**src/rtl/rename_pkg.sv**
```systemverilog
package rename_pkg;

    // architectural and physical sizes
    localparam int NUM_LOGICAL = 32;
    localparam int NUM_PHYS    = 64;
    localparam int TAG_W       = 8;             // tags carried as bytes
    localparam int LOG_W       = 5;
    localparam int NUM_PAGES   = 16;
    localparam int PAGE_W      = 4;
    localparam int PTR_W       = 6;             // index plus wrap bit

    // free list holds every tag not covered by the reset mapping
    localparam int FL_DEPTH    = NUM_PHYS - NUM_LOGICAL;
    localparam int FL_IDX_W    = PTR_W - 1;

    // full map table flattened into one vector
    localparam int SNAP_W      = NUM_LOGICAL * TAG_W;

    // reserved tag values outside the physical range
    localparam logic [TAG_W-1:0] TAG_NONE_SRC = 8'd254;    // operand not read
    localparam logic [TAG_W-1:0] TAG_NONE_DST = 8'd255;    // no destination

    // rv32i major opcodes
    localparam logic [6:0] OP_LOAD   = 7'b0000011;
    localparam logic [6:0] OP_IMM    = 7'b0010011;
    localparam logic [6:0] OP_JALR   = 7'b1100111;
    localparam logic [6:0] OP_LUI    = 7'b0110111;
    localparam logic [6:0] OP_AUIPC  = 7'b0010111;
    localparam logic [6:0] OP_JAL    = 7'b1101111;
    localparam logic [6:0] OP_BRANCH = 7'b1100011;
    localparam logic [6:0] OP_STORE  = 7'b0100011;

    // rename controller states
    localparam logic [1:0] ST_IDLE  = 2'd0;
    localparam logic [1:0] ST_STALL = 2'd1;    // request held, no free tag
    localparam logic [1:0] ST_ACK   = 2'd2;    // ack high until req drops

    // one instruction word, two field layouts over the same bits
    typedef union packed {
        struct packed {
            logic [6:0] funct7;
            logic [4:0] rs2;
            logic [4:0] rs1;
            logic [2:0] funct3;
            logic [4:0] rd;
            logic [6:0] opcode;
        } r;
        struct packed {
            logic [11:0] imm12;
            logic [4:0]  rs1;
            logic [2:0]  funct3;
            logic [4:0]  rd;
            logic [6:0]  opcode;
        } i;
    } instr_word_u;

endpackage
```
**src/rtl/free_list.sv**
```systemverilog
`timescale 1ns/10ps

module free_list import rename_pkg::*; (
    input  logic              clk,
    input  logic              reset,
    input  logic              alloc,
    output logic [TAG_W-1:0]  alloc_tag,
    output logic              empty,
    input  logic              rel_valid,
    input  logic [TAG_W-1:0]  rel_tag,
    output logic [PTR_W-1:0]  rd_ptr,
    input  logic              load_ptr,
    input  logic [PTR_W-1:0]  load_rd_ptr
);

    logic [TAG_W-1:0] fifo_mem [FL_DEPTH];
    logic [PTR_W-1:0] wr_ptr;
    logic             full;

    // same index, wrap bits decide full versus empty
    assign empty = (rd_ptr == wr_ptr);
    assign full  = (rd_ptr[FL_IDX_W-1:0] == wr_ptr[FL_IDX_W-1:0]) &&
                   (rd_ptr[PTR_W-1] != wr_ptr[PTR_W-1]);

    assign alloc_tag = fifo_mem[rd_ptr[FL_IDX_W-1:0]];    // head of the list

    // tags 32..63 start out free
    always_ff @(posedge clk or posedge reset) begin
        if (reset) begin
            for (int i = 0; i < FL_DEPTH; i++) begin
                fifo_mem[i] <= TAG_W'(NUM_LOGICAL + i);
            end
        end else if (rel_valid) begin
            fifo_mem[wr_ptr[FL_IDX_W-1:0]] <= rel_tag;
        end
    end

    always_ff @(posedge clk or posedge reset) begin
        if (reset) begin
            wr_ptr <= PTR_W'(FL_DEPTH);    // full, wrap bit set
        end else if (rel_valid) begin
            wr_ptr <= wr_ptr + 1'b1;
        end
    end

    // Restore rolls back only the read side. Tags released after the
    // checkpoint was taken keep their place behind the write pointer.
    always_ff @(posedge clk or posedge reset) begin
        if (reset) begin
            rd_ptr <= '0;
        end else if (load_ptr) begin
            rd_ptr <= load_rd_ptr;
        end else if (alloc) begin
            rd_ptr <= rd_ptr + 1'b1;
        end
    end

    a_no_alloc_empty: assert property (
        @(posedge clk) disable iff (reset) alloc |-> !empty
    ) else $error("free_list: allocate while empty");

    a_no_release_full: assert property (
        @(posedge clk) disable iff (reset) rel_valid |-> !full
    ) else $error("free_list: release while full");

endmodule

```
**config.mk**
```make
export PLATFORM = sky130hd
export DESIGN_NAME = free_list
export DESIGN_NICKNAME = d
export VERILOG_FILES = /design/src/rtl/rename_pkg.sv /design/src/rtl/free_list.sv
export SDC_FILE = /design/constraint.sdc
export NUM_CORES = 1
export LEC_CHECK = 0
export ABC_CLOCK_PERIOD_IN_PS = 9600
export BUFFER_PORTS_ARGS = -buffer_cell sky130_fd_sc_hd__buf_2
export CAP_MARGIN = 15
export CORE_ASPECT_RATIO = 1.75
export CORE_MARGIN = 2
export CORE_UTILIZATION = 61
export DETAILED_ROUTE_END_ITERATION = 10
export PLACE_DENSITY = 0.82
export SLEW_MARGIN = 20
export SYNTH_ARGS = -nofsm -noshare
export SYNTH_HDL_FRONTEND = slang
export SYNTH_SLANG_ARGS = --single-unit
```
**constraint.sdc**
```tcl
create_clock -name clk -period 9.6 [get_ports clk]
set_input_delay 0.96 -clock clk [delete_from_list [all_inputs] [get_ports clk]]
set_output_delay 0.96 -clock clk [all_outputs]
set_load 0.05 [all_outputs]
```
# After elaboration in Yosys (flattened, before gate mapping)
# Cells that the tools add are included.
# Widths: inputs -> output; s select.
# word_totals
output_inout_bits	15
inputBits	19
wordCells	52
reg_bits	268
# op_classes
bitwise	2
n_lt_le_gt_ge	3
mux	8
eq_ne	1
reduce_logical	2
addsub	2
# ops
cell	count
$bwmux 256	1
$bmux 8 s5	1
$demux 8 s5	1
$mux 8	3
$add 6x1->6 const B	2
$ge 6x6->1 const B	2
$mux 6	2
$not 5->6	2
$eq 6x6->1	1
$lt 6x1->1 const B	1
$reduce_bool 2->1	1
$logic_and 1x1->1	1

# Logic depth before layout (Yosys ltp)
# depth
word_depth	6
mapped_depth	7
ltp_nobuf	5

# Worst setup path before layout
# Ideal clock, no wire load.
# synth_path
path_type	reg-to-output
from	reg rd_ptr[1]
to	out empty
t_required_ns	8.640
slack_ns	5.967
stages_incl_launch_ff	6
n_path_buf	3
arrival_ns	2.673
path_cell_list	dfrtp_1 -> buf_2 -> buf_2 -> buf_1 -> xor2_1 -> nor3_1
# synth_between
elab_chain_cells	1
# synth_lines
element	line	source
start, declared	free_list.sv:11	output logic [PTR_W-1:0] rd_ptr,
start signal, assigned	free_list.sv:52	rd_ptr <= load_rd_ptr;
start signal, assigned	free_list.sv:54	rd_ptr <= rd_ptr + 1'b1;
$eq 6x6->1	free_list.sv:21	assign empty = (rd_ptr == wr_ptr);
end, declared	free_list.sv:8	output logic empty,
# No other way between the ends.

# Worst setup path in the final report
# layout_path
from	reg rd_ptr[0]
to	out alloc_tag[7]
# layout_between
elab_chain_cells	4
# layout_lines
element	line	source
$not 5->6 (not written as such)	free_list.sv:25	assign alloc_tag = fifo_mem[rd_ptr[FL_IDX_W-1:0]];
$bmux 8 s5	free_list.sv:25	
$mux 8 (not written as such) (2 in a row)	free_list.sv:25	
end, declared	free_list.sv:7	output logic [TAG_W-1:0] alloc_tag,
# No other way between the ends. The select of a mux whose other input is x is not followed.

==> results.cfg <==
[outcome]
outcome = complete, no violations

[synthesis]
synth_top_area_share = 0.310
ys_ff_latch = 268
synth_most_common_cell = mux2_1
yosys_warnings = 0
synth_common_cells = mux2_1 (188), dfrtp_1 (155), dfstp_2 (113), mux2_2 (69), mux4_2 (47)
synth_top_cell_by_area = dfrtp_1
synthArstFlopShare = 1.00
yosysUniqueCellTypes = 42
synthTopCellsByArea = dfrtp_1 (31%), dfstp_2 (24%), mux2_1 (17%), mux4_2 (8.5%), mux2_2 (6.2%)
synth-main-ff-cell = dfrtp_1
syn_nets = 858
yosysSeqAreaShare = 0.548
synth_edf_count = 0
syn-cell-area_sq_um = 12500
syn_inst = 834
avgSynthCellArea_sq_um = 15.0

[route]
ant_nets = 0
vias = 7205
totalWireLength_um = 28700
avgRoutedWirePerCell_um = 25.9
drt_first_pass_iters = 5
remaining_drc_errors = 0
drtIter0Drc = 444
via_per_inst = 6.52

[power_and_ir_drop]
combPwrFrac = 0.262
leakage_nw = 5.90
pwr-share-clk = 0.239
swShare = 0.296
p_per_area_nw_per_um2 = 297
power.total_mw = 4.02
p_sw_mw = 1.19
irDropWorstVdd_mv = 0.268
power.internal_mw = 2.83
p_seq_frac = 0.500

[placed_design]
portBuffers = 33
hpwlAfterDp_um = 19100
place.gp.congestion = 0.878

[global_routing]
grt_pass1_vias = 8057
grt_pass1_wl_um = 45500
grt_overflow = 0
grt_usage = 0.271
antenna_found_initial = 1
grt_max_degree = 96

[min_path]
hold_path_class = reg -> reg
hold_depth = 1
min_from = fifo_mem[72]$_DFFE_PP0P_
min_to = fifo_mem[72]$_DFFE_PP0P_

[sta]
finalHoldViolCount = 0
fin_tns_setup_ns = 0
slew_viol_final = 0
fin_skew_ns = 0.0182
setup_viol = 0
rsz0062_at_grt = false
finalCriticalPeriod_ns = 4.55
fmax_ghz = 0.220
worstMarginPinSlew_ns = 1.06
fin_crit_sh = 0.474
slew_headroom = 0.288

[setup_path]
cp-start-kind = register
critPathRequiredTime_ns = 8.64
worst_path_max_delay_cell = dfrtp_4
rr_startpoint = rd_ptr[0]$_DFFE_PP0P_
cp_cell_sequence = buf_4, mux2i_1, o22ai_1, a2111oi_0, a21oi_1, buf_2
setup.worst_path.start = rd_ptr[0]$_DFFE_PP0P_
reg2reg_setup_slack_ns = 6.99
crit_arrival_ns = 3.59
crit_type = reg -> out
worst_setup_path_end_kind = primary output
critPathMaxFanout = 45
reg2reg_depth = 5
cp_slowest_stage_delay_ns = 0.95
critPathBufInv = 2
r2r-end = rd_ptr[4]$_DFFE_PP0P_
crit_family = buffers and inverters
cp.depth = 6

[finish]
nNetsFinal = 862
area_delta_synth_final_pct = 8.30
drive_above_1_share = 0.367
final.fill_count = 1403

[cts]
insertion_delay_ns = 0.53
clkSinkCount = 268
clk_pin_slew_ns = 0.06
cts_buffers = 24
clockRootBuffer = clkbuf_16
cts_hold_buf = 0
post-cts-setup-buffer-count = 0
clk_path_buf_depth = 3
cts_tree = yes
cts-resized-gates = 0
htree_levels = 1

[run]
cap_violations = 0

[floorplanning]
chipHeight_um = 193
core_area_sq_um = 20200
num_rows = 69
die-area_sq_um = 21700
fp.dieW_um = 112
ioPinCount = 34
start_util = 0.619
layout make-up:
class | instances | area (sq um) | area share
Multi-Input combinational cell | 499 | 5330 | 0.394
Tap cell | 248 | 310 | 0.0229
Antenna cell | 1 | 2.50 | 0.000185
Clock buffer | 40 | 732 | 0.0541
Timing Repair Buffer | 41 | 233 | 0.0172
Inverter | 4 | 22.5 | 0.00166
Sequential cell | 268 | 6850 | 0.506
Clock inverter | 4 | 56.3 | 0.00416
worst register-to-register path, cell delays in order (launching register included):
cell	delay, ns
dfrtp_4	0.95
buf_4	0.77
ha_1	0.33
nand4_1	0.11
xor2_1	0.19
o21ai_0	0.18
registers in the layout, indices dropped and copies added (netlist names):
register / flops
wr_ptr: 6
fifo_mem: 256
rd_ptr: 6
logic make-up (layout without fill, tap and decap cells):
family	Yosys count	after routing	synth area share
mux	338	338	0.343
flops	268	268	0.548
simple gates	78	78	0.0320
buf+inv	67	89	0.0259
compound gates	64	64	0.0358
xor+xnor	14	14	0.00981
fa+ha+maj	5	5	0.00501
other cells	0	1	0
worst max-delay path by stage:
| stage | end | slack [ns] |
|---|---|---|
| floorplan | fifo_mem[102]$_DFFE_PP0P_ | 1.45 |
| global placement | alloc_tag[1] | 5.73 |
| detailed placement | alloc_tag[7] | 5.58 |
| CTS | alloc_tag[7] | 5.01 |
| global route | alloc_tag[7] | 4.76 |
| finish | alloc_tag[7] | 5.05 |
metal layers:
metal | vias to the layer above | wire (um) | global-route usage
met3 | 61 | 836 | 0.0304
met2 | 149 | 15700 | 0.488
met1 | 3899 | 10800 | 0.321
met4 | 0 | 1300 | 0.128
met5 | - | 0 | 0
li1 | 3096 | - | -
power groups by stage:
| stage | clock [mW] | sequential (mW) | combinational [mW] |
|---|---|---|---|
| floorplan | 0 | 1.90 | 0.867 |
| global placement | 0 | 1.97 | 0.994 |
| detailed placement | 0 | 2.02 | 1.06 |
| CTS | 0.970 | 2.01 | 1.06 |
| global route | 1.01 | 2.07 | 1.13 |
| finish | 0.960 | 2.01 | 1.05 |
layout by cell type, fill, tap and decap left out, types with 6 or more instances in the layout:
cell type	count
buf_4	6
mux2_1	188
xor2_1	8
mux2_2	69
a21oi_1	15
o22ai_1	7
xnor2_1	6
mux2i_1	34
nand2_1	17
dfstp_2	113
a2111oi_1	6
buf_2	33
nand4_1	7
clkbuf_1	10
dfrtp_1	153
clkbuf_16	25
a22oi_1	9
nor2_1	17
o21ai_0	6
nand3_1	14
o221ai_1	8
a22o_1	7
mux4_2	47
stage by stage:
stage	util	std cells	instance area [sq um]	setup WS (ns)	hold slack, ns
final	0.670	1105	13500	5.05	0.484
after global routing	0.670	1105	13500	4.76	0.498
after CTS	0.670	1104	13500	5.01	0.487
after detailed placement	0.630	1060	12700	5.58	0.474
after global placement	0.630	1060	12700	5.73	0.462
after floorplan	-	834	12500	1.45	0.452
(Power assumes the default switching activity.)
