File: src/rtl/rename_pkg.sv
package rename_pkg;

    // architectural and physical sizes
    localparam int NUM_LOGICAL = 32;
    localparam int NUM_PHYS    = 64;
    localparam int TAG_W       = 8;             // tags carried as bytes
    localparam int LOG_W       = 5;
    localparam int NUM_PAGES   = 16;
    localparam int PAGE_W      = 4;
    localparam int PTR_W       = 6;             // index plus wrap bit

    // free list holds every tag not covered by the reset mapping
    localparam int FL_DEPTH    = NUM_PHYS - NUM_LOGICAL;
    localparam int FL_IDX_W    = PTR_W - 1;

    // full map table flattened into one vector
    localparam int SNAP_W      = NUM_LOGICAL * TAG_W;

    // reserved tag values outside the physical range
    localparam logic [TAG_W-1:0] TAG_NONE_SRC = 8'd254;    // operand not read
    localparam logic [TAG_W-1:0] TAG_NONE_DST = 8'd255;    // no destination

    // rv32i major opcodes
    localparam logic [6:0] OP_LOAD   = 7'b0000011;
    localparam logic [6:0] OP_IMM    = 7'b0010011;
    localparam logic [6:0] OP_JALR   = 7'b1100111;
    localparam logic [6:0] OP_LUI    = 7'b0110111;
    localparam logic [6:0] OP_AUIPC  = 7'b0010111;
    localparam logic [6:0] OP_JAL    = 7'b1101111;
    localparam logic [6:0] OP_BRANCH = 7'b1100011;
    localparam logic [6:0] OP_STORE  = 7'b0100011;

    // rename controller states
    localparam logic [1:0] ST_IDLE  = 2'd0;
    localparam logic [1:0] ST_STALL = 2'd1;    // request held, no free tag
    localparam logic [1:0] ST_ACK   = 2'd2;    // ack high until req drops

    // one instruction word, two field layouts over the same bits
    typedef union packed {
        struct packed {
            logic [6:0] funct7;
            logic [4:0] rs2;
            logic [4:0] rs1;
            logic [2:0] funct3;
            logic [4:0] rd;
            logic [6:0] opcode;
        } r;
        struct packed {
            logic [11:0] imm12;
            logic [4:0]  rs1;
            logic [2:0]  funct3;
            logic [4:0]  rd;
            logic [6:0]  opcode;
        } i;
    } instr_word_u;

endpackage
File: src/rtl/rename_decode.sv
`timescale 1ns/10ps

module rename_decode import rename_pkg::*; (
    input  instr_word_u       instr,
    output logic [LOG_W-1:0]  rs1,
    output logic [LOG_W-1:0]  rs2,
    output logic [LOG_W-1:0]  rd,
    output logic              use_rs1,
    output logic              use_rs2,
    output logic              has_dst
);

    logic i_fmt;    // single-source immediate forms
    logic u_fmt;    // no register sources at all
    logic no_rd;    // formats without a destination field

    // register fields sit at the same positions in every format
    assign rs1 = instr.r.rs1;
    assign rs2 = instr.r.rs2;
    assign rd  = instr.r.rd;

    assign i_fmt = (instr.i.opcode == OP_LOAD) ||
                   (instr.i.opcode == OP_IMM)  ||
                   (instr.i.opcode == OP_JALR);

    always_comb begin
        u_fmt = 1'b0;
        no_rd = 1'b0;
        case (instr.r.opcode)
            OP_LUI, OP_AUIPC, OP_JAL: begin
                u_fmt = 1'b1;
            end
            OP_BRANCH, OP_STORE: begin
                no_rd = 1'b1;    // both sources read, nothing written
            end
            default: begin
                u_fmt = 1'b0;    // r-type and anything unknown
            end
        endcase
    end

    assign use_rs1 = !u_fmt;
    assign use_rs2 = !u_fmt && !i_fmt;
    assign has_dst = !no_rd && (rd != '0);    // x0 is never renamed

endmodule

File: config.mk
export PLATFORM = sky130hd
export DESIGN_NAME = rename_decode
export DESIGN_NICKNAME = d
export VERILOG_FILES = /design/src/rtl/rename_pkg.sv /design/src/rtl/rename_decode.sv
export SDC_FILE = /design/constraint.sdc
export NUM_CORES = 1
export LEC_CHECK = 0
export ABC_CLOCK_PERIOD_IN_PS = 900
export BUFFER_PORTS_ARGS = -buffer_cell sky130_fd_sc_hd__buf_4
export CORE_AREA = 2 2 39 41
export DETAILED_ROUTE_END_ITERATION = 12
export DIE_AREA = 0 0 41 43
export SYNTH_ARGS = -nofsm -noshare
export SYNTH_HDL_FRONTEND = slang
export SYNTH_SLANG_ARGS = --single-unit
File: constraint.sdc
create_clock -name vclk -period 0.9
set_input_delay 0.135 -clock vclk [all_inputs]
set_output_delay 0.135 -clock vclk [all_outputs]
set_load 0.01 [all_outputs]
Word-level counts from Yosys, hierarchy flattened
Cells that the tools add are included.
{"block": "word_totals", "ff_bits": 0, "output_inout_bits": 18}
{"block": "classes", "eq_ne": 8, "mux": 2, "n_reduce_logical": 10}
{"operator": "7-bit == test (second input constant)", "count": 3}
{"operator": "7-bit by 5-bit == test with 1-bit output (second input constant)", "count": 2}
{"operator": "7-bit by 6-bit == test with 1-bit output (second input constant)", "count": 2}
{"operator": "7-bit by 2-bit == test with 1-bit output (second input constant)", "count": 1}
{"operator": "5-bit nonzero test", "count": 1}
{"operator": "1-bit zero test", "count": 3}
{"operator": "3-bit OR reduction", "count": 1}
{"operator": "1-bit logical AND", "count": 2}
{"operator": "1-bit logical OR", "count": 2}
{"operator": "1-bit 2-to-1 mux", "count": 2}
{"operator": "2-bit OR reduction", "count": 1}

Longest topological paths before layout
Gate-level depths: netlist (run 1).
{"block": "logic_depth", "depth_word": 5, "ltp_mapped": 3, "ltp_nobuf": 3}

Worst setup path before layout (run 1)
Ideal clock, no wire load.
{"block": "synth_path", "path_type": "in2out", "from": "input port instr[4] (netlist bit)", "to": "output port use_rs1", "arrival_ns": 0.602, "t_required_ns": 0.765, "setup_slack_ns": 0.163, "path_stages": 3, "n_path_buf": 0, "path_cell_list": "and4b_1 -> a21oi_1 -> nand4b_1"}
{"block": "synth_via", "elab_chain_cells": 4, "word_cells_on_any_way": 6, "classes_between": "eq/ne (3); mux (1); reduce/logical (2)"}
{"element": "start: declaration", "line_no": "rename_decode.sv:4", "rtl": "input instr_word_u instr,"}
{"element": "7-bit by 6-bit == test with 1-bit output (tied with other cells)", "line_no": "rename_decode.sv:29", "rtl": "case (instr.r.opcode)"}
{"element": "3-bit OR reduction (*)", "line_no": "rename_decode.sv:29"}
{"element": "1-bit 2-to-1 mux (*)", "line_no": "rename_decode.sv:29"}
{"element": "1-bit zero test (*)", "line_no": "rename_decode.sv:42", "rtl": "assign use_rs1 = !u_fmt;"}
{"element": "end: declaration", "line_no": "rename_decode.sv:8", "rtl": "output logic use_rs1,"}
Every way passes the cells marked *; elsewhere a longest branch is shown, timed or not.

Worst setup path after layout (run 1)
Same ends and word-level chain as after synthesis.

==> results of run 1 <==
## metal layers
metal / track usage / wire [um] / up-vias
li1: - / - / 102
met1: 0.0570 / 168 / 86
met2: 0.103 / 216 / 22
met3: 0.0157 / 97 / 0
met4: 0 / 0 / 0
met5: 0 / 0 / -
## through the flow
stage          std cells  setup TNS, ps  total power [uW]
6_report              51          -87.5               113
5_1_grt               51           -243               124
4_1_cts               50          -56.7               104
3_5_place_dp          50           -137              99.4
3_3_place_gp          50           -123              98.4
2_1_floorplan         29              0              84.3
## path summary, 6_finish.rpt
path,startpoint,to,slack [ps],cells after the start
max,instr[4],use_rs1,-80,5
min,instr[19],rs1[4],270,0
## synth_stat cells
master    number
nand4_1        1
a21oi_1        2
nand2_1        1
nor3b_1        1
o21ai_0        1
nor2_1         2
nor3_1         2
buf_4         15
nand4b_1       2
a41oi_1        1
and4b_1        1
## repair_timing
item,in CTS,in global routing
cloned,0,0
endpoints found under the hold margin,0,0
pin swaps,0,4
gates resized for setup,3,4
setup buffers,0,1
setup endpoints to repair,2,3
## placed cells by master, fill, tap and decap left out, drive strengths merged
| master | synthesis | routed |
|---|---|---|
| buf | 15 | 21 |
| nor2 | 2 | 2 |
| nand4b | 2 | 2 |
| a21oi | 2 | 2 |
| nor3 | 2 | 2 |
| and4b | 1 | 1 |
| nand2 | 1 | 1 |
| o21ai | 1 | 1 |
| nand4 | 1 | 1 |
| nor3b | 1 | 1 |
| a41oi | 1 | 1 |
## area by class of cell
cell class / instances / share of cell area
Multi-Input combinational cell: 14 / 0.342
Tap cell: 16 / 0.0684
Timing Repair Buffer: 21 / 0.590
## kinds of logic after synthesis
kind of cell	count (synthesis)
buffers and inverters	15
AO/OA/AOI/OAI	4
AND/OR/NAND/NOR	10
## critical path, delay by kind of cell
family	cells	cell delay [ps]
AND/OR/NAND/NOR	2	420
AO/OA/AOI/OAI	1	40
buffers and inverters	2	260
## power groups by stage
stage / Combinational [uW] / Sequential (uW) / Clock, uW
floorplan: 84.3 / 0 / 0
global placement: 98.4 / 0 / 0
detailed placement: 99.4 / 0 / 0
CTS: 104 / 0 / 0
global route: 124 / 0 / 0
finish: 113 / 0 / 0
==> reports/results.tsv, run 1 <==
stage	metric	value	unit
status	outcome	complete, but fails checks	
status	violations	setup timing	
power	peakVddDrop	0.102	mV
synthesis	synth_fa_ha_area_frac	0	
drt	drc	0	
worst_hold_path	hp-class	in -> out	
placed_design	placedInstanceArea	256	um^2
setup_path	path_class	in -> out	
cells_and_area	ff_latch_area	0	um^2
sta	tightest_slew	176	ps
floorplan	io-pin-count	50	
power	p_per_area	384	nW/um^2
floorplan	rows	14	
sta	rsz0062_at_grt	true	
clocking	hold_buffers	0	
setup_path	cpMaxStageDelayCell	and4b_1	
sta	finalCritPeriodShare	1.09	
cells_and_area	drive_gt1_frac	0.686	
sta	max_freq	1020	MHz
global_routing	track_usage	0.0539	
cells_and_area	post-route-util	0.212	
power	leakagePower	0.000127	uW
synthesis	avgSynthCellArea	6.86	um^2
sta	setup_viol	2	
power	swShare	0.380	
synthesis	synth_top_area_share	0.566	
synthesis	yosysTopAreaCell	buf_4	
global_routing	grt_start_max_net_pins	6	
drt	totalWireLength	483	um
global_routing	grt_pass1_wl	724	um
drt	num_vias	210	
synthesis	ys_top_cells_by_area	buf_4, nand4b_1, a21oi_1	
global_routing	gr-total-overflow	0	
synthesis	synth-simple-area-share	0.314	
sta	whs	270	ps
power	power_frac_comb	1.000	
synthesis	synthMuxAreaShare	0	
global_routing	grt_antenna_before_repair	0	
cells_and_area	syn_to_final_growth	47.2	%
setup_path	critical_path_required	760	ps
synthesis	synth.yosys.seq_area_share	0	
setup_path	start_kind	primary input	
placed_design	post-place-ws	-84.8	ps
cells_and_area	stdcell_area	293	um^2
synthesis	synth_compound_area_frac	0.119	
setup_path	worstPathArrival	850	ps
placed_design	routabilityCongestion	0.597	
drt	viasPerCell	4.12	
power	p_seq_frac	0	
drt	postRouteAntennaNets	0	
run	cap_violations	0	
floorplan	initial_utilization	0.144	
synthesis	synth-xor-area-share	0	
setup_path	critPathMaxStageDelay	250	ps
power	p_int	69.7	uW
power	p_sw	42.8	uW
setup_path	worstPathCellList	buf_8 > and4b_1 > a21oi_2 > nand4b_1 > buf_4	
floorplan	fp.dieW	41	um
sta	fin_ws	-83.7	ps
power	clkPwrFrac	0	
drt	wire_per_inst	9.47	um
cells_and_area	fill_cells	153	
cells_and_area	diodes	0	
placed_design	port_buffers	20	
synthesis	synth_cell_types	11	
floorplan	core	1380	um^2
cells_and_area	clock_buffers	0	
global_routing	grt_pass1_vias	203	
synthesis	synth_top_family_by_area	buffers and inverters	
setup_path	crit_path_end_kind	output pin	
floorplan	die_area	1760	um^2
cells_and_area	multiInputGateArea	100	um^2
sta	final_hold_viol_count	0	
synthesis	mappedNetlistArea	199	um^2
drt	drt-initial-drc-count	0	
setup_path	cp_max_fo	4	
sta	finalMaxSlewViolations	0	
synthesis	yosysWarnings	0	
drt	drt-pass1-iter-count	1	
sta	period_needed	984	ps
cells_and_area	nets	69	
synthesis	syn_nets	61	
floorplan	fp.dieH	43	um
sta	maxSlewHeadroom	0.882	
synthesis	netlist_instances	29	
cells_and_area	nFlopsAndLatches	0	
(Power assumes the default switching activity.)
==> run 2, diff against run 1 <==
==> constraint.sdc (replaced) <==
create_clock -name vclk -period 0.9
set_input_delay 0.18 -clock vclk [all_inputs]
set_output_delay 0.18 -clock vclk [all_outputs]
set_load 0.01 [all_outputs]
==> reports/results.tsv, run 2 (synthesis gave the netlist of run 1 again) <==
stage	metric	value	unit	change
status	outcome	complete, but fails checks		unchanged
status	violations	setup timing		unchanged
sta	final_hold_viol_count	0		unchanged
setup_path	crit_path_end_kind	output pin		unchanged
sta	tightest_slew	177	ps	was 176 ps
sta	max_freq	931	MHz	was 1020 MHz
setup_path	cp_max_fo	4		unchanged
floorplan	die_area	1760	um^2	unchanged
power	power_frac_comb	1.000		about the same
drt	num_vias	212		was 210
cells_and_area	fill_cells	157		was 153
power	clkPwrFrac	0		about the same
cells_and_area	drive_gt1_frac	0.686		unchanged
power	swShare	0.393		was 0.380
global_routing	grt_antenna_before_repair	0		unchanged
floorplan	core	1380	um^2	unchanged
floorplan	rows	14		unchanged
cells_and_area	clock_buffers	0		unchanged
drt	totalWireLength	474	um	was 483 um
floorplan	initial_utilization	0.144		unchanged
setup_path	path_class	in -> out		unchanged
sta	rsz0062_at_grt	true		unchanged
global_routing	gr-total-overflow	0		unchanged
setup_path	critPathMaxStageDelay	250	ps	about the same
setup_path	worstPathArrival	890	ps	was 850 ps
cells_and_area	diodes	0		unchanged
drt	viasPerCell	4.16		was 4.12
sta	finalMaxSlewViolations	0		unchanged
cells_and_area	syn_to_final_growth	43.4	%	was 47.2%
cells_and_area	final_common_cell	buf_4		unchanged
power	p_sw	43.4	uW	was 42.8 uW
sta	setup_viol	3		was 2
floorplan	io-pin-count	50		unchanged
global_routing	grt_start_max_net_pins	6		unchanged
sta	finalCritPeriodShare	1.19		was 1.09
power	p_per_area	387	nW/um^2	was 384 nW/um^2
drt	drt-initial-drc-count	0		unchanged
sta	fin_ws	-174	ps	was -83.7 ps
setup_path	start_kind	primary input		unchanged
floorplan	fp.dieH	43	um	unchanged
power	peakVddDrop	0.112	mV	was 0.102 mV
power	p_int	67.1	uW	was 69.7 uW
power	total_power	110	uW	was 113 uW
setup_path	cpMaxStageDelayCell	and4b_1		unchanged
placed_design	port_buffers	20		unchanged
drt	drt-pass1-iter-count	1		unchanged
cells_and_area	final_cell_mix	buf_4, nor2_1, nand4b_1		was buf_4, nor2_1, nand4b_1, buf_6
worst_hold_path	hp-class	in -> out		unchanged
sta	maxSlewHeadroom	0.881		was 0.882
cells_and_area	ff_latch_area	0	um^2	unchanged
placed_design	routabilityCongestion	0.597		unchanged
setup_path	worstPathCellList	buf_8 > and4b_1 > a21oi_2 > nand4b_1 > buf_4		unchanged
setup_path	startpoint	instr[4]		unchanged
sta	whs	360	ps	was 270 ps
global_routing	grt_pass1_vias	201		was 203
drt	postRouteAntennaNets	0		unchanged
worst_hold_path	hold_path_depth	0		unchanged
cells_and_area	nFlopsAndLatches	0		unchanged
setup_path	critical_path_required	720	ps	was 760 ps
setup_path	endpoint	use_rs1		unchanged
clocking	hold_buffers	0		unchanged
placed_design	placedInstanceArea	256	um^2	unchanged
cells_and_area	nets	69		unchanged
power	leakagePower	0.000124	uW	was 0.000127 uW
power	p_seq_frac	0		about the same
cells_and_area	stdcell_area	285	um^2	was 293 um^2
drt	wire_per_inst	9.29	um	was 9.47 um
global_routing	grt_pass1_wl	724	um	unchanged
sta	period_needed	1070	ps	was 984 ps
run	cap_violations	0		unchanged
global_routing	track_usage	0.0539		unchanged
floorplan	fp.dieW	41	um	unchanged
drt	drc	0		unchanged
run 2: cell types whose count changed in the layout (fill, tap and decap cells not counted):
cell	before	now
o21ai_1	0	1
o21ai_0	1	0
buf_6	2	0
buf_4	18	20
run 2: how the worst min path moves through the flow:
stage | end | startpoint | slack, ps
5_1_grt | rs2[0] | instr[20] | 360
3_5_place_dp | rs1[0] | instr[15] | 360
2_1_floorplan | rd[0] | instr[7] | 450
6_report | rs1[4] | instr[19] | 360
4_1_cts | rs1[0] | instr[15] | 360
3_3_place_gp | rs1[0] | instr[15] | 360
run 2: final cells by class:
type	instances	area, um^2	share of cell area
Tap cell	16	20.0	0.0702
Timing Repair Buffer	21	165	0.579
Multi-Input combinational cell	14	100	0.351
run 2: power groups by stage:
stage,Sequential (uW),Combinational [uW],Clock [uW]
after floorplan,0,84.3,0
after global placement,0,98.4,0
after detailed placement,0,99.4,0
after CTS,0,104,0
after global routing,0,122,0
final,0,110,0
run 2: critical path, delay by kind of cell:
| family | cells | cell delay [ps] |
|---|---|---|
| AND/OR/NAND/NOR | 2 | 420 |
| buffers and inverters | 2 | 260 |
| AO/OA/AOI/OAI | 1 | 40 |
run 2: repair_timing:
action | 4_1_cts | 5_1_grt
buffers inserted | 0 | 1
gates cloned | 0 | 0
setup endpoints to repair | 3 | 3
hold endpoints to repair | 0 | 0
pin swaps | 2 | 3
resized for setup | 3 | 3
run 2: stage by stage:
stage          setup TNS, ps  worst slack (ps)  utilization  instances
6_report                -341              -174        0.206         51
5_1_grt                 -516              -214        0.206         51
4_1_cts                 -298              -147        0.194         50
3_5_place_dp            -392              -175        0.185         50
3_3_place_gp            -392              -168        0.185         50
2_1_floorplan              0              73.5            -         29
run 2: metal layers:
layer,global-route usage,wire [um],vias to the layer above
li1,-,-,102
met3,0.0157,98,0
met2,0.103,205,22
met4,0,0,0
met5,0,0,-
met1,0.0570,170,88
