### src/rtl/rename_pkg.sv
package rename_pkg;

    // architectural and physical sizes
    localparam int NUM_LOGICAL = 32;
    localparam int NUM_PHYS    = 64;
    localparam int TAG_W       = 8;             // tags carried as bytes
    localparam int LOG_W       = 5;
    localparam int NUM_PAGES   = 16;
    localparam int PAGE_W      = 4;
    localparam int PTR_W       = 6;             // index plus wrap bit

    // free list holds every tag not covered by the reset mapping
    localparam int FL_DEPTH    = NUM_PHYS - NUM_LOGICAL;
    localparam int FL_IDX_W    = PTR_W - 1;

    // full map table flattened into one vector
    localparam int SNAP_W      = NUM_LOGICAL * TAG_W;

    // reserved tag values outside the physical range
    localparam logic [TAG_W-1:0] TAG_NONE_SRC = 8'd254;    // operand not read
    localparam logic [TAG_W-1:0] TAG_NONE_DST = 8'd255;    // no destination

    // rv32i major opcodes
    localparam logic [6:0] OP_LOAD   = 7'b0000011;
    localparam logic [6:0] OP_IMM    = 7'b0010011;
    localparam logic [6:0] OP_JALR   = 7'b1100111;
    localparam logic [6:0] OP_LUI    = 7'b0110111;
    localparam logic [6:0] OP_AUIPC  = 7'b0010111;
    localparam logic [6:0] OP_JAL    = 7'b1101111;
    localparam logic [6:0] OP_BRANCH = 7'b1100011;
    localparam logic [6:0] OP_STORE  = 7'b0100011;

    // rename controller states
    localparam logic [1:0] ST_IDLE  = 2'd0;
    localparam logic [1:0] ST_STALL = 2'd1;    // request held, no free tag
    localparam logic [1:0] ST_ACK   = 2'd2;    // ack high until req drops

    // one instruction word, two field layouts over the same bits
    typedef union packed {
        struct packed {
            logic [6:0] funct7;
            logic [4:0] rs2;
            logic [4:0] rs1;
            logic [2:0] funct3;
            logic [4:0] rd;
            logic [6:0] opcode;
        } r;
        struct packed {
            logic [11:0] imm12;
            logic [4:0]  rs1;
            logic [2:0]  funct3;
            logic [4:0]  rd;
            logic [6:0]  opcode;
        } i;
    } instr_word_u;

endpackage
### src/rtl/rename_ctrl.sv
`timescale 1ns/10ps

module rename_ctrl import rename_pkg::*; (
    input  logic              clk,
    input  logic              reset,
    input  logic              ren_req,
    input  logic              save_req,
    input  logic              restore_req,
    input  logic              has_dst,
    input  logic              empty,
    input  logic [TAG_W-1:0]  src1_in,
    input  logic [TAG_W-1:0]  src2_in,
    input  logic [TAG_W-1:0]  old_in,
    input  logic [TAG_W-1:0]  alloc_tag,
    input  logic [LOG_W-1:0]  rd,
    output logic              alloc,
    output logic              map_write,
    output logic              ckpt_save,
    output logic              ckpt_load,
    output logic              ren_ack,
    output logic [TAG_W-1:0]  src1_tag,
    output logic [TAG_W-1:0]  src2_tag,
    output logic [TAG_W-1:0]  dst_tag,
    output logic [LOG_W-1:0]  dst_log,
    output logic [TAG_W-1:0]  old_tag
);

    logic [1:0] state;
    logic       waiting;    // request pending, not yet served
    logic       go;         // rename commits at this edge
    logic       idle;

    assign waiting = (state == ST_IDLE) || (state == ST_STALL);
    assign go      = waiting && ren_req && (!has_dst || !empty);
    assign idle    = (state == ST_IDLE) && !ren_req;

    assign alloc     = go && has_dst;
    assign map_write = alloc;
    assign ckpt_save = save_req && idle;
    assign ckpt_load = restore_req && idle;
    assign ren_ack   = (state == ST_ACK);

    always_ff @(posedge clk or posedge reset) begin
        if (reset) begin
            state <= ST_IDLE;
        end else begin
            case (state)
                ST_IDLE, ST_STALL: begin
                    if (go) begin
                        state <= ST_ACK;
                    end else if (ren_req) begin
                        state <= ST_STALL;    // back-pressure on empty list
                    end else begin
                        state <= ST_IDLE;
                    end
                end
                ST_ACK: begin
                    if (!ren_req) begin
                        state <= ST_IDLE;
                    end
                end
                default: state <= ST_IDLE;
            endcase
        end
    end

    // results held stable for the whole ack phase
    always_ff @(posedge clk or posedge reset) begin
        if (reset) begin
            src1_tag <= TAG_NONE_DST;
            src2_tag <= TAG_NONE_DST;
            dst_tag  <= TAG_NONE_DST;
            old_tag  <= TAG_NONE_DST;
            dst_log  <= '0;
        end else if (go) begin
            src1_tag <= src1_in;
            src2_tag <= src2_in;
            dst_tag  <= has_dst ? alloc_tag : TAG_NONE_DST;
            old_tag  <= has_dst ? old_in : TAG_NONE_DST;
            dst_log  <= rd;
        end
    end

    a_ack_needs_req: assert property (
        @(posedge clk) disable iff (reset) $rose(ren_ack) |-> $past(ren_req)
    ) else $error("rename_ctrl: ack raised without request");

    a_strobe_idle: assert property (
        @(posedge clk) disable iff (reset)
        (save_req || restore_req) |-> (!ren_req && !ren_ack)
    ) else $error("rename_ctrl: save or restore outside idle");

endmodule

### config.mk
export PLATFORM = sky130hd
export DESIGN_NAME = rename_ctrl
export DESIGN_NICKNAME = d
export VERILOG_FILES = /design/src/rtl/rename_pkg.sv /design/src/rtl/rename_ctrl.sv
export SDC_FILE = /design/constraint.sdc
export NUM_CORES = 1
export LEC_CHECK = 0
export BUFFER_PORTS_ARGS = -buffer_cell sky130_fd_sc_hd__clkbuf_2
export CAP_MARGIN = 20
export CORE_AREA = 2 2 63 65
export CTS_BUF_LIST = sky130_fd_sc_hd__clkbuf_8
export CTS_CLUSTER_SIZE = 24
export DETAILED_ROUTE_END_ITERATION = 16
export DIE_AREA = 0 0 65 67
export GPL_TIMING_DRIVEN = 0
export PLACE_DENSITY_LB_ADDON = 0.3
export SLEW_MARGIN = 20
export SYNTH_ARGS = -nofsm -noshare
export SYNTH_HDL_FRONTEND = slang
export SYNTH_SLANG_ARGS = --single-unit
### constraint.sdc
create_clock -name clk -period 2.1 [get_ports clk]
set_input_delay 0.525 -clock clk [delete_from_list [all_inputs] [get_ports clk]]
set_output_delay 0.525 -clock clk [all_outputs]
set_load 0.05 [all_outputs]
Word-level counts from Yosys, hierarchy flattened
Index checks and enable logic that the tools add are counted.
Widths: inputs -> output; s select.

operators by class
  reductions and logical operators = 13
  equal/unequal tests = 3
  muxes and demuxes = 6

operators with widths
  cell                count
  $mux 8              2
  $logic_and 1x1->1   6
  $mux 2              2
  $pmux 2 s2          1
  $logic_not 1->1     3
  $eq 2x1->1 const B  1
  $eq 2x2->1 const B  1
  $logic_not 2->1     1
  $logic_or 1x1->1    2
  $ne 2x2->1 const B  1
  $reduce_or 2->1     1
  $mux 1              1

storage, ports and cells
  output and inout bits = 42
  register bits after elaboration = 39
  logic and storage cells = 28
  bits of input ports = 44

Depth between registers and ports, before layout
Gate-level depths: netlist of run 1.

  depth in word-level cells = 6
  mapped depth = 6

Least setup slack after synthesis of run 1
OpenSTA, ideal clock, no wires.

  path type = in2out
  start = input port empty
  end = output port map_write
  arrival time = 1.960 ns
  stages on the path = 6
  path buffers = 3
  data required time = 1.575 ns
  setup slack = -0.385 ns
  cells stage by stage = or3b_1 > buf_6 > or2_0 > buf_6 > inv_1 > buf_4

between the ends
  word-level cells in the longest chain between the ends = 4

ends and longest elaborated chain
  what               RTL line           text
  start, declared    rename_ctrl.sv:10  input logic empty,
  $logic_not 1->1    rename_ctrl.sv:34  assign go = waiting && ren_req && (!has_dst || !empty);
  $logic_or 1x1->1   rename_ctrl.sv:34
  $logic_and 1x1->1  rename_ctrl.sv:34
  $logic_and 1x1->1  rename_ctrl.sv:37  assign alloc = go && has_dst;
  end, declared      rename_ctrl.sv:17  output logic map_write,

Every way passes these cells.

Worst setup path after layout of run 1
  start = register state[1]
  end = output port map_write

between the ends
  word-level cells in the longest chain between the ends = 5
  elaborated cells on any way between the ends = 6
  classes of those cells = eq/ne (1); reduce/logical (5)

ends and longest elaborated chain
  what                                                  RTL line           text
  start, declared                                       rename_ctrl.sv:28  logic [1:0] state;
  start signal, assigned                                rename_ctrl.sv:45  state <= ST_IDLE;
  start signal, assigned                                rename_ctrl.sv:50  state <= ST_ACK;
  start signal, assigned                                rename_ctrl.sv:52  state <= ST_STALL;
  $eq 2x1->1 / $logic_not 2->1 (equally long branches)  rename_ctrl.sv:33  assign waiting = (state == ST_IDLE) || (state == ST_STALL);
  $logic_or 1x1->1 *                                    rename_ctrl.sv:33
  $logic_and 1x1->1 * (2 in series)                     rename_ctrl.sv:34
  $logic_and 1x1->1 *                                   rename_ctrl.sv:37

Every way passes the cells marked *; elsewhere a longest branch is shown, timed or not.

==> results.toml, run 1 <==
[sta]
max_slew_margin_pct = 50.57
hold_violations = 0
worst_hold_slack_ps = 346.4
rsz0062_at_grt = "yes"
fin_skew_ps = 3.459
timing.final.ws_setup_ps = -67.59
clock.fmax_mhz = 461.3
layout_min_cycle_time_ps = 2168
fin_crit_sh_pct = 103.2
tightest_slew_ps = 740.4
slew_viol_final = 0
setup_viol = 2

[clock_tree]
path_clk_slew_ps = 70
htreeDepth = 2
clk_latency_ps = 280
cts_tree = "done"
cts.sinks = 39
clockBufferDepth = 2
ctsHoldBuffers = 0
cts_made_buffers = 5
root_buffer = "clkbuf_8"

[routing]
drtIter0Drc = 45
dr_total_vias = 1228
drtAntennaViolNets = 0
firstDrtPassIters = 3
drc = 0
vias_per_cell = 4.835
routed_wl_mm = 3.297
wl_per_cell_um = 12.98

[place]
placed_cells = 245
gp_congestion = 0.6401
portBuffers = 84
place_hpwl_mm = 2.467
place_ws_ps = -338.2

[global_routing]
grt_pass1_vias = 1234
grt_max_degree = 40
grt_usage_pct = 16.19
grt_pass1_wl_mm = 5.299
antenna_found_initial = 0
grt_overflow = 0

[floorplan]
io_pins = 86
initial_core_util_pct = 43.58
design.core.area_um2 = 3606
dieHeight_um = 67
rows = 22
fp.dieW_um = 65
dieArea_um2 = 4355

[layout]
area.growth.synth_to_final_pct = 39.41
final_cell_mix = "clkbuf_2 (82), dfstp_2 (32), mux2_2 (20), a21oi_1 (15), o22a_1 (8)"
instances_no_fill = 254
final_common_cell = "clkbuf_2"
nets = 249
n_antenna_cell = 0
drive_above_1_share_pct = 75.73

[critical_path]
slowest_delay_ps = 390
crit_fanout = 2
criticalPathCategory = "register to output pin"
critPathSlowestCell = "or3b_4"
crit_cells = 5
reg2reg_depth = 6
rr_startpoint = "state[1]$_DFFE_PP0P_"
crit_start = "state[1]$_DFFE_PP0P_"
cp-start-kind = "register"
end_kind = "output pin"
crit_arrival_ps = 1640
cp.required_ps = 1570
r2r-end = "dst_log[0]$_DFFE_PP0P_"
crit_chain = "or3b_4 > or2_4 > clkinvlp_4 > buf_8 > clkbuf_16"
r2r_setup_slack_ps = 350
critPathBufInv = 3
critPathCapture = "map_write"
path_delay_family = "simple AND/OR/NAND/NOR gates"

[run_status]
violations = "negative setup slack"
status = "complete, but fails checks"

[power]
p_total_uw = 2336
p_leak_uw = 0.001042
peakVddDrop_v = 0.0005120
power_density_nw_per_um2 = 1066

[yosys]
postSynthAreaPerCell_um2 = 13.91
synthesis.area_um2 = 1572
yosysWarnings = 0
syn_nets = 157
synthDistinctLibCells = 19
syn_inst = 113
yosysSeqAreaShare_pct = 64.65
yosys_register_bits = 39

[run]
maxCapViolCount = 0

[min_path]
hp-class = "primary input to asynchronous set/reset pin"
[power breakdown]
part	internal, uW	total (uW)	switching, uW	leakage [uW]
clock	294	530	236	0.0000557
sequential	940	1000	61.0	0.000422
combinational	220	805	585	0.000565
[how the worst min path moves through the flow]
stage / slack, ps / endpoint / startpoint / cells after the start
global placement: 490 / dst_log[2]$_DFFE_PP0P_ / dst_log[2]$_DFFE_PP0P_ / 1
floorplan: 600 / state[1]$_DFFE_PP0P_ / state[1]$_DFFE_PP0P_ / 2
finish: 350 / dst_log[4]$_DFFE_PP0P_ / reset / 2
detailed placement: 500 / dst_log[0]$_DFFE_PP0P_ / dst_log[0]$_DFFE_PP0P_ / 1
global route: 410 / dst_log[4]$_DFFE_PP0P_ / reset / 2
CTS: 380 / dst_log[4]$_DFFE_PP0P_ / reset / 2
[flip-flops by register name (all words and copies together) (netlist names)]
signal,cells
dst_tag,8
old_tag,8
src1_tag,8
src2_tag,8
dst_log,5
state,2
[repair_timing]
item                       CTS  global route
resized for setup            4             3
setup buffers                3             0
pin swaps                    1             1
setup endpoints to repair    2             2
hold endpoints to repair     0             0
[final cells by class]
class	instances	area, um2
plain buffers	6	42.54
clock buffers	7	96.34
clock inverters	1	3.754
fillers	289	1415
inverters	3	15.01
multi-input cells	63	491.7
flip-flops and latches	39	1016
well taps	48	60.06
repair buffers	87	465.4
[cell usage after synthesis (all sizes together)]
| library cell | count | area share [%] |
|---|---|---|
| or2 | 1 | 0.40 |
| nor2 | 7 | 1.7 |
| o22a | 8 | 4.5 |
| buf | 8 | 3.7 |
| inv | 3 | 0.72 |
| and2 | 3 | 1.2 |
| mux2 | 21 | 15 |
| o21a | 1 | 0.48 |
| o32a | 1 | 0.64 |
| nor2b | 3 | 1.2 |
| a21oi | 15 | 4.8 |
| nor3 | 1 | 0.32 |
| nand2 | 1 | 0.24 |
| dfstp | 32 | 54 |
| or3b | 1 | 0.56 |
| dfrtp | 7 | 11 |
[layer usage]
metal	GRT usage, %	vias up	part of all wire [%]
li1	-	575	-
met2	26.93	58	50
met4	6.117	0	1.0
met1	19.26	591	41
met5	0	-	0
met3	5.743	4	8.1
[per-stage QoR]
| stage | util [%] | setup TNS (ps) | area (um2) |
|---|---|---|---|
| finish | 60.76 | -123.4 | 2191 |
| global route | 60.76 | -260.7 | 2191 |
| CTS | 61.24 | -446.4 | 2208 |
| detailed placement | 57.22 | -608.5 | 2063 |
| global placement | 57.22 | -585.4 | 2063 |
| floorplan | - | -171.0 | 1583 |
[logic make-up (layout without fill, tap and decap cells)]
kind of cell	Yosys count	in the layout	share of synthesized area (%)
multiplexers	21	21	15.05
AO/OA/AOI/OAI	25	25	10.35
buffers and inverters	11	104	4.379
AND/OR/NAND/NOR	17	17	5.574
flip-flops	39	39	64.65
(Power assumes the default switching activity.)
==> inputs of run 2 (changes only) <==
--- a/config.mk
+++ b/config.mk
@@ -6,12 +6,13 @@
 export NUM_CORES = 1
 export LEC_CHECK = 0
 export BUFFER_PORTS_ARGS = -buffer_cell sky130_fd_sc_hd__clkbuf_2
-export CAP_MARGIN = 20
-export CORE_AREA = 2 2 63 65
+export CELL_PAD_IN_SITES_DETAIL_PLACEMENT = 1
+export CELL_PAD_IN_SITES_GLOBAL_PLACEMENT = 2
+export CORE_AREA = 2 2 78 80
 export CTS_BUF_LIST = sky130_fd_sc_hd__clkbuf_8
 export CTS_CLUSTER_SIZE = 24
 export DETAILED_ROUTE_END_ITERATION = 16
-export DIE_AREA = 0 0 65 67
+export DIE_AREA = 0 0 80 82
 export GPL_TIMING_DRIVEN = 0
 export PLACE_DENSITY_LB_ADDON = 0.3
 export SLEW_MARGIN = 20
==> run 2 against run 1 <==
Effect of this change:
- clock skew rose by 3.0 ps
- maximum frequency decreased by 1.8%
- sequential cell count is the same
- critical endpoint unchanged
- the run still ends with negative setup slack left
- global-route usage down 4.5 points
- utilization shrank 22 points
- first-iteration DRC count shrank 67%
- sequential share of layout area down 1.1 points
- cell count grew 11%
==> results.toml, run 2 (synthesis results as in run 1) <==
[power]
p_leak_uw = 0.001058
switching_power_uw = 882.6
netSwitchingFraction_pct = 38.84
p_int_uw = 1390
peakVddDrop_v = 0.0003980
power_frac_seq_pct = 44.0
power_density_nw_per_um2 = 1012
p_comb_share_pct = 36.1
clockPowerShare_pct = 19.9

[layout]
utilization_pct = 39.07
drive_above_1_share_pct = 75.00
stdcell_area_um2 = 2245
nets = 251
final_cell_mix = "clkbuf_2 (80), dfstp_2 (32), mux2_2 (20), a21oi_1 (15), o22a_1 (8)"
area.growth.synth_to_final_pct = 42.83
final_common_cell = "clkbuf_2"
n_antenna_cell = 0

[place]
portBuffers = 84
placed_area_um2 = 2125
place_hpwl_mm = 2.979
gp_congestion = 0.6338
place_ws_ps = -357.0

[sta]
layout_min_cycle_time_ps = 2206
final.setup.tns_ps = -200.0
setup_viol = 2
fin_skew_ps = 6.430
worst_hold_slack_ps = 235.2
tightest_slew_ps = 446.8
fin_crit_sh_pct = 105.1
slew_viol_final = 0
timing.final.ws_setup_ps = -106.3
rsz0062_at_grt = "yes"
max_slew_margin_pct = 70.17
clock.fmax_mhz = 453.3
hold_violations = 0

[critical_path]
end_kind = "output pin"
crit_fanout = 2
cp-start-kind = "register"
criticalPathCategory = "register to output pin"
cp.required_ps = 1570
crit_arrival_ps = 1680

[global_routing]
grt_util_met3_pct = 4.286
grt_util_met2_pct = 19.42
grt_overflow = 0
met1_usage_pct = 14.33
top_usage_layer = "met2"
grt_pass1_vias = 1262
grt_max_degree = 21
grt_usage_pct = 11.72
grt_pass1_wl_mm = 5.906
antenna_found_initial = 0

[clock_tree]
clk_latency_ps = 280
htreeDepth = 2
cts_made_buffers = 5
cts.sinks = 39
root_buffer = "clkbuf_8"
clockBufferDepth = 2
path_clk_slew_ps = 70
cts_tree = "done"

[routing]
vias_per_cell = 4.367
routed_wl_mm = 3.823
drc = 0
drtAntennaViolNets = 0
drtIter0Drc = 15
wl_per_cell_um = 13.51
firstDrtPassIters = 2
dr_total_vias = 1236

[floorplan]
rows = 28
dieArea_um2 = 6560
dieHeight_um = 82
io_pins = 86
initial_core_util_pct = 27.35
fp.dieW_um = 80
design.core.area_um2 = 5746

[run_status]
status = "complete, but fails checks"
violations = "negative setup slack"

[run]
maxCapViolCount = 0

[min_path]
hp-class = "primary input to asynchronous set/reset pin"
## run 2: metal layers
layer  part of all wire, %  wire (um)  vias to the layer above
met3                   7.4        282                        5
li1                      -          -                      577
met5                     0          0                        -
met1                    41       1570                      606
met4                   1.1         42                        0
met2                    50       1928                       48
## run 2: path summary, 6_finish.rpt
kind / depth (start not counted) / slack (ps) / end / start
worst max register to register: 7 / 230 / dst_log[0]$_DFFE_PP0P_ / state[1]$_DFFE_PP0P_
worst max-delay path: 5 / -110 / map_write / state[1]$_DFFE_PP0P_
worst min register to register: 1 / 510 / dst_log[4]$_DFFE_PP0P_ / dst_log[4]$_DFFE_PP0P_
max in group asynchronous: 3 / 1330 / old_tag[5]$_DFFE_PP1P_ / reset
min in group clk: 2 / 460 / old_tag[1]$_DFFE_PP1P_ / old_in[1]
worst min-delay path: 2 / 240 / dst_log[4]$_DFFE_PP0P_ / reset
## run 2: final cells by class
cell class / instances / area [um2]
fillers: 659 / 3501
flip-flops and latches: 39 / 1016
repair buffers: 89 / 505.5
multi-input cells: 63 / 491.7
well taps: 75 / 93.84
clock buffers: 5 / 68.82
plain buffers: 6 / 42.54
inverters: 3 / 15.01
clock inverters: 3 / 11.26
## run 2: what timing repair did
action | CTS | global route
resized for setup | 4 | 9
endpoints found under the hold margin | 0 | 0
setup buffers | 3 | 1
pin swaps | 1 | 2
setup endpoints to repair | 2 | 2
hold buffers | 0 | 0
## run 2: power groups by stage
stage	logic, uW	registers (uW)	clock network, uW
floorplan	189	1440	0
global placement	801	1010	0
detailed placement	819	1020	0
CTS	830	1000	484
global route	865	1020	519
finish	821	1000	452
## run 2: stage by stage
step | cells | total power [uW]
4_1_cts | 284 | 2318
6_report | 283 | 2273
5_1_grt | 283 | 2403
2_1_floorplan | 113 | 1631
3_3_place_gp | 272 | 1808
3_5_place_dp | 273 | 1836
## run 2: critical path, stage by stage, from the launching register on
cell and delay [ps]:
dfrtp_1 390, or3b_4 410, or2_4 280, clkinvlp_4 90, buf_8 90, clkbuf_16 140
